### config.mk
export PLATFORM = sky130hd
export DESIGN_NAME = gem_fiber_out
export DESIGN_NICKNAME = d
export VERILOG_FILES = /design/src/source/gem_tx_pkg.sv /design/src/source/gem_frame_sep.sv /design/src/source/gem_prbs_gen.sv /design/src/source/gem_tx_framer.sv /design/src/source/gem_fiber_out.sv
export VERILOG_INCLUDE_DIRS = /design/src /design/src/source
export SDC_FILE = /design/constraint.sdc
export NUM_CORES = 1
export LEC_CHECK = 0
export BUFFER_PORTS_ARGS = -buffer_cell sky130_fd_sc_hd__buf_2
export CAP_MARGIN = 20
export CORE_ASPECT_RATIO = 2
export CORE_MARGIN = 8
export CORE_UTILIZATION = 55
export DETAILED_ROUTE_END_ITERATION = 12
export GPL_ROUTABILITY_DRIVEN = 1
export PLACE_DENSITY_LB_ADDON = 0.05
export RECOVER_POWER = 100
export SYNTH_ARGS = -nofsm -noshare
export SYNTH_HDL_FRONTEND = slang
export SYNTH_HIERARCHICAL = 1
export SYNTH_SLANG_ARGS = --single-unit
### constraint.sdc
create_clock -name TRG_CLK80 -period 5.75 [get_ports TRG_CLK80]
set_input_delay 1.15 -clock TRG_CLK80 [delete_from_list [all_inputs] [get_ports TRG_CLK80]]
set_output_delay 1.15 -clock TRG_CLK80 [all_outputs]
set_load 0.05 [all_outputs]
### src/source/gem_tx_defines.svh
`ifndef GEM_TX_DEFINES_SVH
`define GEM_TX_DEFINES_SVH

// ---------------------------------------
// Widths
// ---------------------------------------
`define GEM_PAYLOAD_W 56            // Cluster payload per frame
`define PRBS_W        48            // Test pattern register
`define LTNCY_CNT_W   8             // Latency trigger period is 2**W clocks

// ---------------------------------------
// Test pattern
// ---------------------------------------
`define PRBS_SEED     48'hFFFFFF000000

// ---------------------------------------
// Link words and K-codes
// ---------------------------------------
// Comma pair sent while the link is held in reset
`define IDLE_WORD     32'h50BC50BC
`define IDLE_ISK      4'b0101

`define K_BC0         8'h50         // Bunch crossing zero
`define K_OVF         8'hFC         // More clusters than fit in a frame

// Rotating bunch sequence markers
`define K_SEP0        8'hBC
`define K_SEP1        8'hF7
`define K_SEP2        8'hFB
`define K_SEP3        8'hFD

// Separator source, 1 follows bxn from TTC, 0 uses the local counter
`define FRAME_SEP_TTC 1

`endif

### src/source/gem_tx_pkg.sv
`default_nettype none

`include "gem_tx_defines.svh"

package gem_tx_pkg;

  // ---------------------------------------
  // Payload
  // ---------------------------------------

  // Split of one frame payload over the two link words
  typedef struct packed {
    logic [31:0] hi;                  // Second word
    logic [23:0] lo;                  // First word, above the separator
  } tx_halves_t;

  // Same 56 bits, seen flat by the sources and split by the framer
  typedef union packed {
    logic [`GEM_PAYLOAD_W-1:0] flat;
    tx_halves_t                half;
  } tx_payload_u;

  // ---------------------------------------
  // Frame control
  // ---------------------------------------
  typedef struct packed {
    logic [11:0] bxn;                 // Bunch crossing number
    logic        bc0;                 // Orbit marker
    logic        overflow;            // Cluster overflow
  } frame_ctrl_t;

  // ---------------------------------------
  // Transmit word
  // ---------------------------------------
  typedef struct packed {
    logic [31:0] data;
    logic [3:0]  isk;                 // One K flag per byte
  } tx_word_t;

endpackage

`default_nettype wire

### src/source/gem_frame_sep.sv
`timescale 1ns/100ps
`default_nettype none

`include "gem_tx_defines.svh"

// Picks the K-code that opens each frame
module gem_frame_sep (
  input  wire                     TRG_CLK80,
  input  wire                     TRG_RST,
  input  wire gem_tx_pkg::frame_ctrl_t ctrl,
  output logic [7:0]              frm_sep
);

  logic [2:0] lcl_cnt;                // Free-running, TTC independent
  logic [1:0] sep_idx;
  logic [7:0] rot_sep;                // Rotating marker before priority

  // ---------------------------------------
  // Local sequence counter
  // ---------------------------------------
  always_ff @(posedge TRG_CLK80 or posedge TRG_RST) begin
    if (TRG_RST) begin
      lcl_cnt <= 3'd0;
    end else begin
      lcl_cnt <= lcl_cnt + 3'd1;
    end
  end

  // ---------------------------------------
  // Separator select
  // ---------------------------------------
  always_comb begin
    // Local mode holds each code for two clocks
    sep_idx = (`FRAME_SEP_TTC != 0) ? ctrl.bxn[1:0] : lcl_cnt[2:1];

    case (sep_idx)
      2'd0:    rot_sep = `K_SEP0;
      2'd1:    rot_sep = `K_SEP1;
      2'd2:    rot_sep = `K_SEP2;
      default: rot_sep = `K_SEP3;
    endcase

    if (ctrl.bc0) begin
      frm_sep = `K_BC0;               // Orbit marker wins
    end else if (ctrl.overflow) begin
      frm_sep = `K_OVF;
    end else begin
      frm_sep = rot_sep;
    end
  end

  // An X on bc0 would send an unknown K-code down the fiber
  a_bc0_known: assert property (
    @(posedge TRG_CLK80) disable iff (TRG_RST)
    !$isunknown(ctrl.bc0)
  );

endmodule

`default_nettype wire

### src/source/gem_prbs_gen.sv
`timescale 1ns/100ps
`default_nettype none

`include "gem_tx_defines.svh"

// 48-bit Fibonacci test pattern, one step per frame
module gem_prbs_gen (
  input  wire                 TRG_CLK80,
  input  wire                 TRG_RST,
  input  wire                 pat_rst,
  input  wire                 step,        // Frame sampled this clock
  input  wire                 inj_err,
  output logic [`PRBS_W-1:0]  prbs,
  output logic                strt_ltncy
);

  logic [`PRBS_W-1:0] lfsr;
  logic               fb;                   // Feedback bit into bit 0
  logic               err_pend;             // Flip bit 0 of the next sample
  logic               at_seed;              // Register still holds the seed

  // Taps 48, 47, 21, 20
  assign fb   = lfsr[47] ^ lfsr[46] ^ lfsr[20] ^ lfsr[19];
  assign prbs = lfsr ^ {{(`PRBS_W-1){1'b0}}, err_pend};

  // ---------------------------------------
  // Shift register
  // ---------------------------------------
  always_ff @(posedge TRG_CLK80 or posedge TRG_RST) begin
    if (TRG_RST) begin
      lfsr    <= `PRBS_SEED;
      at_seed <= 1'b1;
    end else if (pat_rst) begin
      lfsr    <= `PRBS_SEED;                // Hold seed while pat_rst is high
      at_seed <= 1'b1;
    end else if (step) begin
      lfsr    <= {lfsr[`PRBS_W-2:0], fb};
      at_seed <= 1'b0;
    end
  end

  // ---------------------------------------
  // Error injection and latency start
  // ---------------------------------------
  always_ff @(posedge TRG_CLK80 or posedge TRG_RST) begin
    if (TRG_RST) begin
      err_pend   <= 1'b0;
      strt_ltncy <= 1'b0;
    end else begin
      if (inj_err) begin
        err_pend <= 1'b1;                   // New request beats the clear
      end else if (step) begin
        err_pend <= 1'b0;                   // Used by this sample
      end
      if (step) begin
        strt_ltncy <= at_seed;              // High for the seed frame
      end
    end
  end

  // All zeros would lock the pattern up
  a_lfsr_live: assert property (
    @(posedge TRG_CLK80) disable iff (TRG_RST)
    lfsr != '0
  );

endmodule

`default_nettype wire

### src/source/gem_tx_framer.sv
`timescale 1ns/100ps
`default_nettype none

`include "gem_tx_defines.svh"

// Two-word framing of the payload and the latency trigger
module gem_tx_framer (
  input  wire                     TRG_CLK80,
  input  wire                     TRG_RST,
  input  wire gem_tx_pkg::tx_payload_u payload,
  input  wire [7:0]               frm_sep,
  output gem_tx_pkg::tx_word_t    tx_word,
  output logic                    tx_sel,       // 0 first word, 1 second word
  output logic                    frame_start,
  output logic                    ltncy_trig
);

  logic                         rst_tx;         // Reset stretched by one clock
  logic                         ph;             // Next word is the second one
  gem_tx_pkg::tx_payload_u      hold;           // Payload of the current frame
  logic [`LTNCY_CNT_W-1:0]      trg_cnt;

  assign frame_start = !rst_tx && !ph;

  // ---------------------------------------
  // Reset latch
  // ---------------------------------------
  always_ff @(posedge TRG_CLK80 or posedge TRG_RST) begin
    if (TRG_RST) begin
      rst_tx <= 1'b1;
    end else begin
      rst_tx <= 1'b0;                         // Released on the first clean edge
    end
  end

  // ---------------------------------------
  // Word phase
  // ---------------------------------------
  always_ff @(posedge TRG_CLK80 or posedge TRG_RST) begin
    if (TRG_RST) begin
      ph     <= 1'b0;
      tx_sel <= 1'b0;
    end else if (!rst_tx) begin
      ph     <= ~ph;
      tx_sel <= ph;                           // Phase of the word just loaded
    end
  end

  // Payload is sampled on the first word only
  always_ff @(posedge TRG_CLK80) begin
    if (frame_start) begin
      hold.flat <= payload.flat;
    end
  end

  // ---------------------------------------
  // Output word
  // ---------------------------------------
  always_ff @(posedge TRG_CLK80 or posedge TRG_RST) begin
    if (TRG_RST) begin
      tx_word <= '{data: `IDLE_WORD, isk: `IDLE_ISK};
    end else if (rst_tx) begin
      tx_word <= '{data: `IDLE_WORD, isk: `IDLE_ISK};   // Latch clock
    end else if (frame_start) begin
      tx_word <= '{data: {payload.half.lo, frm_sep}, isk: 4'b0001};
    end else begin
      tx_word <= '{data: hold.half.hi, isk: 4'b0000};
    end
  end

  // ---------------------------------------
  // Latency trigger
  // ---------------------------------------
  always_ff @(posedge TRG_CLK80 or posedge TRG_RST) begin
    if (TRG_RST) begin
      trg_cnt    <= '0;
      ltncy_trig <= 1'b0;
    end else begin
      trg_cnt    <= rst_tx ? '0 : trg_cnt + 1'b1;
      ltncy_trig <= !rst_tx && (trg_cnt == '0);  // Once per counter wrap
    end
  end

  // Once framing runs the word select never stalls
  a_sel_toggle: assert property (
    @(posedge TRG_CLK80) disable iff (TRG_RST)
    !$past(rst_tx, 2) |-> (tx_sel != $past(tx_sel))
  );

  // First word always carries the separator K flag
  a_first_isk: assert property (
    @(posedge TRG_CLK80) disable iff (TRG_RST)
    (!tx_sel && !$past(rst_tx)) |-> (tx_word.isk == 4'b0001)
  );

endmodule

`default_nettype wire

### src/source/gem_fiber_out.sv
`timescale 1ns/100ps
`default_nettype none

`include "gem_tx_defines.svh"

// GEM trigger link, framing and test pattern side
module gem_fiber_out (
  input  wire                        TRG_CLK80,
  input  wire                        TRG_RST,
  input  wire [`GEM_PAYLOAD_W-1:0]   gem_data,
  input  wire                        gem_overflow,
  input  wire [11:0]                 bxn_counter,
  input  wire                        bc0,
  input  wire                        ena_test_pat,  // High sends the test pattern
  input  wire                        pat_rst,
  input  wire                        inj_err,
  output gem_tx_pkg::tx_word_t       tx_word,
  output logic                       tx_sel,
  output logic                       strt_ltncy,
  output logic                       ltncy_trig
);

  gem_tx_pkg::frame_ctrl_t  frame_ctrl;
  gem_tx_pkg::tx_payload_u  payload;
  logic [7:0]               frm_sep;
  logic [`PRBS_W-1:0]       prbs;
  logic                     frame_start;

  assign frame_ctrl = '{bxn: bxn_counter, bc0: bc0, overflow: gem_overflow};

  // ---------------------------------------
  // Payload select
  // ---------------------------------------
  always_comb begin
    // Pattern padded with its own low byte to the full payload
    payload.flat = ena_test_pat ? {prbs, prbs[7:0]} : gem_data;
  end

  gem_frame_sep i_frame_sep (
    .TRG_CLK80 (TRG_CLK80),
    .TRG_RST   (TRG_RST),
    .ctrl      (frame_ctrl),
    .frm_sep   (frm_sep)
  );

  gem_prbs_gen i_prbs_gen (
    .TRG_CLK80  (TRG_CLK80),
    .TRG_RST    (TRG_RST),
    .pat_rst    (pat_rst),
    .step       (frame_start),                  // One step per frame
    .inj_err    (inj_err),
    .prbs       (prbs),
    .strt_ltncy (strt_ltncy)
  );

  gem_tx_framer i_tx_framer (
    .TRG_CLK80   (TRG_CLK80),
    .TRG_RST     (TRG_RST),
    .payload     (payload),
    .frm_sep     (frm_sep),
    .tx_word     (tx_word),
    .tx_sel      (tx_sel),
    .frame_start (frame_start),
    .ltncy_trig  (ltncy_trig)
  );

endmodule

`default_nettype wire

### Word level (Yosys, flattened, before mapping)

Cells that the tools add are included.
Widths: inputs -> output; s select.

| operators by class | value |
|---|---|
| reduce and logical (&&, ||, !) cells | 8 |
| eq/ne operators | 2 |
| muxes and demuxes | 12 |
| bitwise logic cells | 5 |
| $add $sub $neg | 1 |

Operator list:

| kind | count |
|---|---|
| $mux 48 | 2 |
| $mux 36 | 2 |
| $mux 56 | 1 |
| $xor 48x1->48 | 1 |
| $pmux 7 s3 | 1 |
| $mux 8 | 2 |
| $add 8x1->8 const B | 1 |
| $logic_not 8->1 | 1 |
| $mux 7 | 1 |
| $reduce_bool 2->1 | 2 |
| $mux 1 | 3 |
| $xor 1x1->1 | 3 |
| $eq 2x1->1 const B | 1 |
| $eq 2x2->1 const B | 1 |
| $logic_and 1x1->1 | 2 |
| $logic_not 1->1 | 2 |
| $logic_not 2->1 | 1 |
| $not 1->1 | 1 |

| storage, ports and cells | value |
|---|---|
| logic and storage cells | 40 |
| output and inout bits | 39 |
| register bits after elaboration | 155 |
| bits of input ports | 75 |

### Logic depth before layout (Yosys ltp)

Gate-level depths: netlist (run 1).

| depth | value |
|---|---|
| depth after elaboration | 6 |
| gate-level depth with buffers | 7 |
| mapped depth without buffers | 5 |

### Hierarchy

The synthesis (run 1) kept the hierarchy.

Modules (own cells, without submodules):

| module | area each (sq um) | seq. area each (sq um) | cells each | instances |
|---|---|---|---|---|
| gem_tx_framer | 2880.3 | 2133.3 | 192 | 1 |
| gem_prbs_gen | 2509.9 | 1307.5 | 216 | 1 |
| gem_fiber_out | 842.1 | 0.0 | 62 | 1 |
| gem_frame_sep | 97.6 | 0.0 | 15 | 1 |

### Worst setup path before layout (run 1)

No wires, ideal clock.

| timing | value |
|---|---|
| path type | register to register |
| start point | register i_tx_framer.ph |
| end point | register i_prbs_gen.strt_ltncy |
| setup slack | 2.678 ns |
| setup time | 0.125 ns |
| period minus slack after synthesis | 3.072 ns |
| cell stages (with the launch flop) | 7 |
| data arrival time | 2.947 ns |
| buffers on the path | 4 |
| required time | 5.625 ns |
| path through | dfrtp_1 > buf_4 > buf_2 > nor2_1 > buf_6 > buf_4 > mux2_2 |

| between the ends | value |
|---|---|
| longest elaborated chain between the ends | 2 |

RTL lines:

| what | line | source |
|---|---|---|
| from (decl) | gem_tx_framer.sv:19 | `logic ph;` |
| from (signal assigned) | gem_tx_framer.sv:44 | `ph <= ~ph;` |
| $logic_not 1->1 | gem_tx_framer.sv:23 | `assign frame_start = !rst_tx && !ph;` |
| $logic_and 1x1->1 | gem_tx_framer.sv:23 |  |
| net frame_start | gem_fiber_out.sv:27 | `logic frame_start;` |
| to (signal assigned) | gem_prbs_gen.sv:56 | `strt_ltncy <= at_seed;` |
| to (decl) | gem_prbs_gen.sv:14 | `output logic strt_ltncy` |

The timed path passes the listed nets, and every way through them passes these cells.
A chain may end at the register's enable or synchronous reset.

### Worst setup path in the final report (run 1)

| timing | value |
|---|---|
| start point | register i_tx_framer.rst_tx |
| end point | register i_prbs_gen.lfsr[34] |

| between the ends | value |
|---|---|
| longest elaborated chain between the ends | 3 |

RTL lines:

| what | line | source |
|---|---|---|
| from (decl) | gem_tx_framer.sv:18 | `logic rst_tx;` |
| from (signal assigned) | gem_tx_framer.sv:30 | `rst_tx <= 1'b1;` |
| from (signal assigned) | gem_tx_framer.sv:32 | `rst_tx <= 1'b0;` |
| $logic_not 1->1 | n/a |  |
| $logic_and 1x1->1 | gem_tx_framer.sv:23 |  |
| net frame_start | gem_fiber_out.sv:27 |  |
| $reduce_bool 2->1 (no source line) | n/a |  |
| to (signal assigned) | gem_prbs_gen.sv:31 | `` lfsr <= `PRBS_SEED; `` |
| to (signal assigned) | gem_prbs_gen.sv:34 | `` lfsr <= `PRBS_SEED; `` |
| to (signal assigned) | gem_prbs_gen.sv:37 | `` lfsr <= {lfsr[`PRBS_W-2:0], fb}; `` |
| to (decl) | gem_prbs_gen.sv:17 | `` logic [`PRBS_W-1:0] lfsr; `` |

The timed path passes the listed nets, and every way through them passes these cells.

==> run metrics, run 1 <==
clock share of power=32.3%; largest net degree at the start of global routing=57; final count of pins violating max slew=167; DP HPWL=8158 um; Ant. Diodes=0; Async S/R FF share, synth=75.19%; Worst-Skew Late Latency=0.41 ns; area of the mapped netlist=6330 um2; initial antenna violation count=0; warnings from Yosys=6; clk_skew=0.005526 ns; element type at the critical path end=flip-flop; RePlAce Congestion=0.7202; DR vias/cell=5.232; area grow syn2layout=7.136%; Worst R2R Start=i_tx_framer/rst_tx; failing checks=capacitance limit, slew limit; post-layout minimum cycle time=3.607 ns; cell count of the worst reg-to-reg path=4; Primary FF master, synth=dfrtp_1; sequential area share after synthesis=54.36%; part of the power in registers=44.4%; WL/cell=17.88 um; clock root buffer=clkbuf_16; drt first pass iters=4; flops & latches, synth=129; Reg clk slew, reported paths=0.05 ns; DRT iter0 DRCs=156; setup ws final=2.143 ns; hold_buf cts=0; worst-path maximum fanout=46; Switching Power=0.9420 mW; Worst Hold Depth=1; combinational share of power=23.3%; Leak=2.939 nW; CTS tree=built; number of enable flip-flop cells after synthesis=32; Clock Tree Buf Depth=2; Horiz. Die Dim=91.86 um; Hold Vio Cnt, Final=0; Peak VDD IR=0.2470 mV; Die Height=167.7 um; CP arrival=3.94 ns; Slew headroom=-89.08%; Worst Hold Launch=i_tx_framer/hold[31]; Worst Max-Slew Pin Slew=2.836 ns; postcts setup bufs=0; setup TNS=0 ns; ratio of cells with drive above 1 in the final layout=27.76%; Rows=55; Avg Cell Area, Syn=13.05 um2; critical path launch point=i_tx_framer/rst_tx; most frequent cells in the layout=buf_2, dfrtp_1, nor2_1, clkbuf_1; GR Overflow Total=0; RSZ-0062 raised after global routing=false; most common library cell in the layout ignoring fill and taps=buf_2; Final Power=2.925 mW; vias in the first global route=3,851; DRC viols=0; total track usage=16.20%; Cell variety after synth=35; fin crit share=62.73%; DR vias=3,589; Max Fclk=277.2 MHz; Sink Count=129; Initial Utilization=56.09%; Post-DRT Antenna Nets=0; Core ar.=11,290 um2; CTS resizes=0; Num CTS Buffers=17; Sw Share=32.20%; net count reported at finish=611; Die Area=15,410 um2; Startpoint Class=flip-flop; Max-Cap Viols=4; placed inst area=6471 um2; port buffer count=101; post-synthesis cell count=485; required time worst endpoint=6.08 ns; CP Class=flip-flop to flip-flop; WHS=0.4594 ns; # H-tree levels=4; WL final=12,270 um; pwr/cell area=431.3 nW/um2; Final setup viols=0; Ports=114; status=complete, but fails checks; first-pass GRT wire length=19,650 um; cell internal pwr=1.983 mW; fin area=6782 um2; setup slack at placement=2.926 ns; Hold Crit Class=flip-flop to flip-flop
[layout make-up]
class                      count  area (um2)
clock buffer                  24       451.7
clock inverter                 8       63.81
fill                         984        4504
inverter                      10       37.54
multi-input combinational    268        2125
sequential                   129        3442
tap                          142       177.7
timing repair buffer         105       484.2
[worst max-delay path, stage by stage, from the launching register on]
cell and delay, ns:
dfstp_1 1.62, nor2_1 0.88, buf_4 0.52, and2_1 0.21, a211o_1 0.27
[per-stage QoR]
step | util, % | cells
floorplan | - | 487
global placement | 57.34 | 653
detailed placement | 57.34 | 653
CTS | 61.91 | 685
global route | 60.09 | 686
finish | 60.09 | 686
[sequential cells by signal, summed over array words and instances (netlist names)]
signal and count:
i_prbs_gen/lfsr 48, i_tx_framer/trg_cnt 8, i_tx_framer/tx_sel 1, i_tx_framer/ph 1
i_tx_framer/rst_tx 1, i_tx_framer/ltncy_trig 1, i_prbs_gen/at_seed 1, i_prbs_gen/strt_ltncy 1
i_tx_framer/hold 32, i_tx_framer/tx_word 34, i_prbs_gen/err_pend 1
[path summary, 6_finish.rpt]
path	endpoint	slack (ns)
max in group asynchronous	i_prbs_gen/err_pend	2.32
worst max register to register	i_prbs_gen/lfsr[34]	2.14
worst max-delay path	i_prbs_gen/lfsr[34]	2.14
min in group asynchronous	i_tx_framer/tx_word[4]	0.64
worst min register to register	i_tx_framer/tx_word[11]	0.46
worst min-delay path	i_tx_framer/tx_word[11]	0.46
[kinds of logic after synthesis]
family / count (synthesis) / synth area share [%]
AO/OA/AOI/OAI: 49 / 6.325
XOR/XNOR: 8 / 1.107
adder cells (fa/ha/maj): 5 / 0.9883
buffers and inverters: 90 / 9.804
flip-flops: 129 / 54.36
multiplexers: 98 / 19.00
other: 2 / 0.1186
AND/OR/NAND/NOR: 104 / 8.302
[layer usage]
| metal | part of all wire, % | track usage [%] |
|---|---|---|
| met4 | 1.0 | 5.014 |
| met5 | 0 | 0 |
| met1 | 42 | 18.61 |
| met2 | 52 | 27.38 |
| met3 | 4.7 | 5.598 |
[power groups by stage]
stage          logic, mW  clock network, mW  registers (mW)
2_1_floorplan      0.499                  0            1.45
3_3_place_gp       0.723                  0            1.31
3_5_place_dp       0.733                  0            1.32
4_1_cts            0.735              0.967            1.30
5_1_grt            0.734               1.00            1.32
6_report           0.681              0.944            1.30
[cell usage after synthesis (2+ instances only)]
| cell type | instances | area share, % |
|---|---|---|
| or3_1 | 3 | 0.30 |
| mux2i_1 | 41 | 6.5 |
| mux2_4 | 40 | 9.5 |
| a211o_1 | 38 | 5.3 |
| buf_6 | 8 | 1.4 |
| dfstp_2 | 42 | 17 |
| nand2_1 | 3 | 0.18 |
| and2_1 | 16 | 1.6 |
| inv_2 | 2 | 0.12 |
| buf_4 | 57 | 6.8 |
| a21oi_1 | 5 | 0.40 |
| nand3_1 | 5 | 0.40 |
| nor2_1 | 48 | 2.8 |
| clkbuf_1 | 7 | 0.42 |
| nor2b_1 | 19 | 1.9 |
| inv_1 | 8 | 0.47 |
| o21ai_0 | 3 | 0.24 |
| conb_1 | 2 | 0.12 |
| xnor2_1 | 3 | 0.42 |
| edfxtp_1 | 32 | 15 |
| mux2_2 | 17 | 3.0 |
| xor2_1 | 5 | 0.69 |
| and2_0 | 4 | 0.40 |
| buf_2 | 7 | 0.55 |
| dfrtp_1 | 55 | 22 |
| ha_1 | 5 | 0.99 |
| a21o_1 | 2 | 0.24 |
Note: power is estimated with default switching activity, not from simulation.
==> inputs of run 2 (changes only) <==
ABC_AREA = 1   (was default)
CORE_UTILIZATION = 50   (was 55)
clock period = 3.1 ns   (was 5.75 ns; I/O delays follow)
==> run metrics, run 2 <==
Async S/R FF share, synth=75.19% (unchanged); vias in the first global route=4,304 (+12%); Sink Count=129 (unchanged); crit-path cells=inv_1, nand2_1, o22ai_1, inv_1; setup TNS=0 ns (unchanged); Post-DRT Antenna Nets=0 (unchanged); Slew headroom=-15.27% (+74 points); warnings from Yosys=6 (unchanged); postcts setup bufs=0 (unchanged); Max-Cap Viols=3 (-1); Worst-Skew Late Latency=0.41 ns (about the same); RSZ-0062 raised after global routing=false; Startpoint Class=flip-flop; Avg Cell Area, Syn=9.139 um2 (-30%); Final setup viols=0 (unchanged); top-area cell type share of the netlist area=22.78% (+1.0 points); number of enable flip-flop cells after synthesis=32 (unchanged); flops & latches, synth=129 (unchanged); post-layout minimum cycle time=2.260 ns (-1.347 ns); DRT iter0 DRCs=204 (+31%); Clock Tree Buf Depth=2 (unchanged); max reg flops=48 (unchanged); worst-path maximum fanout=26 (-43%); Hold Vio Cnt, Final=0 (unchanged); Ports=114 (unchanged); DRC viols=0 (unchanged); biggest cell delay along the critical path=0.70 ns (-0.92 ns); sequential area share after synthesis=56.96% (+2.6 points); Initial Utilization=50.42% (-5.7 points); Reg clk slew, reported paths=0.06 ns (about the same); Cell variety after synth=27 (-23%); area leader, netlist=dfrtp_1; Peak VDD IR=0.4322 mV (+75%); Crit path top cell by count=inv_1; Leak=3.249 nW (+11%); hold_buf cts=0 (unchanged); Die Area=16,070 um2 (+4.3%); Num CTS Buffers=17 (unchanged); ratio of cells with drive above 1 in the final layout=20.47% (-7.3 points); initial antenna violation count=0 (unchanged); DP HPWL=9004 um (+10%); Primary FF master, synth=dfrtp_1; Inst Count DP=833 (+28%); pwr/cell area=683.5 nW/um2 (+58%); Horiz. Die Dim=93.72 um (+2.0%); Worst Max-Slew Pin Slew=1.727 ns (-1.109 ns); WL final=13,150 um (+7.2%); Ant. Diodes=0 (unchanged); post-synthesis cell count=661 (+36%); drt first pass iters=4 (unchanged); top post-synthesis cells by area=dfrtp_1, dfstp_2, edfxtp_1; Crit-path slowest cell=nand2_1; most common library cell in the layout ignoring fill and taps=nand2_1; most frequent cells in the layout=nand2_1, inv_1, buf_2, dfrtp_1; element type at the critical path end=flip-flop; area grow syn2layout=10.67%; CP arrival=2.59 ns (-1.35 ns); most frequent cell after synthesis=nand2_1; total track usage=17.24% (+1.0 points); failing checks=capacitance limit, slew limit; Util after Layout=55.80% (-4.3 points); CTS tree=built; net count reported at finish=785 (+28%); # H-tree levels=4 (unchanged); GR Overflow Total=0 (unchanged); required time worst endpoint=3.43 ns (-2.65 ns); Hold Crit Class=input pin to flip-flop; Core ar.=11,980 um2 (+6.2%); clock root buffer=clkbuf_16; Die Height=171.4 um (+2.2%); first-pass GRT wire length=21,530 um (+9.6%); biggest regs=i_prbs_gen/lfsr x48, i_tx_framer/tx_word x34, i_tx_framer/hold x32; clk_skew=0.005979 ns (+0.0004526 ns); DR vias/cell=4.881 (-6.7%); Post-synth top cells=nand2_1, inv_1, buf_4; fin cells=865 (+26%); port buffer count=101 (unchanged); DR vias=4,222 (+18%); Rows=57 (+3.6%); status=complete, but fails checks; fin crit share=72.91% (+10 points); CP Class=flip-flop to flip-flop; area of the mapped netlist=6041 um2 (-4.6%); final count of pins violating max slew=146 (-13%); RePlAce Congestion=0.7712 (+7.1%); CTS resizes=0 (unchanged); Max Fclk=442.5 MHz (+60%); Largest Register=i_prbs_gen/lfsr; WL/cell=15.20 um (-15%); largest net degree at the start of global routing=66 (+16%); WHS=0.3910 ns (-0.06844 ns)
-- run 2: cell families after synthesis --
family,after synthesis,share of synthesized area (%)
compound gates,95,9.445
xor+xnor,1,0.1450
fa+ha+maj,5,1.036
buf+inv,151,14.19
flops,129,56.96
other cells,2,0.1243
simple gates,278,18.10
-- run 2: area by class of cell --
| cell class | instances | area, um2 |
|---|---|---|
| Clock buffer | 22 | 529.3 |
| Clock inverter | 10 | 70.07 |
| Sequential cell | 129 | 3441 |
| Multi-Input combinational cell | 383 | 1719 |
| Timing Repair Buffer | 105 | 483.0 |
| Fill cell | 1157 | 5296 |
| Tap cell | 147 | 183.9 |
| Inverter | 69 | 259.0 |
-- run 2: path summary, 6_finish.rpt --
path	cells after the start	slack, ns	start	end
max	4	0.84	i_tx_framer/rst_tx	i_tx_framer/tx_word[8]
min	2	0.39	inj_err	i_prbs_gen/err_pend
max reg2reg	4	0.84	i_tx_framer/rst_tx	i_tx_framer/tx_word[8]
min reg2reg	0	0.45	i_tx_framer/rst_tx	i_tx_framer/tx_word[2]
max in group asynchronous	3	1.17	TRG_RST	i_prbs_gen/lfsr[27]
min in group asynchronous	2	0.70	TRG_RST	i_prbs_gen/lfsr[22]
-- run 2: critical path, delay by kind of cell (launching register included) --
family / cells / cell delay [ns]
simple gates: 1 / 0.70
buf+inv: 2 / 0.68
flops: 1 / 0.43
compound gates: 1 / 0.38
-- run 2: routing by layer --
layer	vias up	track usage, %	wire length (um)
met5	-	0	0
met4	0	6.254	148
met3	7	4.633	649
met2	102	27.90	6614
met1	1975	21.42	5736
li1	2138	-	-
-- run 2: report_power, final --
part           leakage [nW]  switching [mW]  total [mW]  internal [mW]
Clock                 0.292           0.730        1.94           1.21
Combinational          1.47           0.493       0.637          0.144
Sequential             1.48          0.0583        1.99           1.93
-- run 2: through the flow --
stage / total power [mW] / cell area (um2) / setup slack, ns
floorplan: 2.567 / 6048 / 1.292
global placement: 2.681 / 6175 / 1.041
detailed placement: 2.690 / 6175 / 1.010
CTS: 4.641 / 6774 / 0.9912
global route: 4.764 / 6685 / 0.5876
finish: 4.569 / 6685 / 0.8399
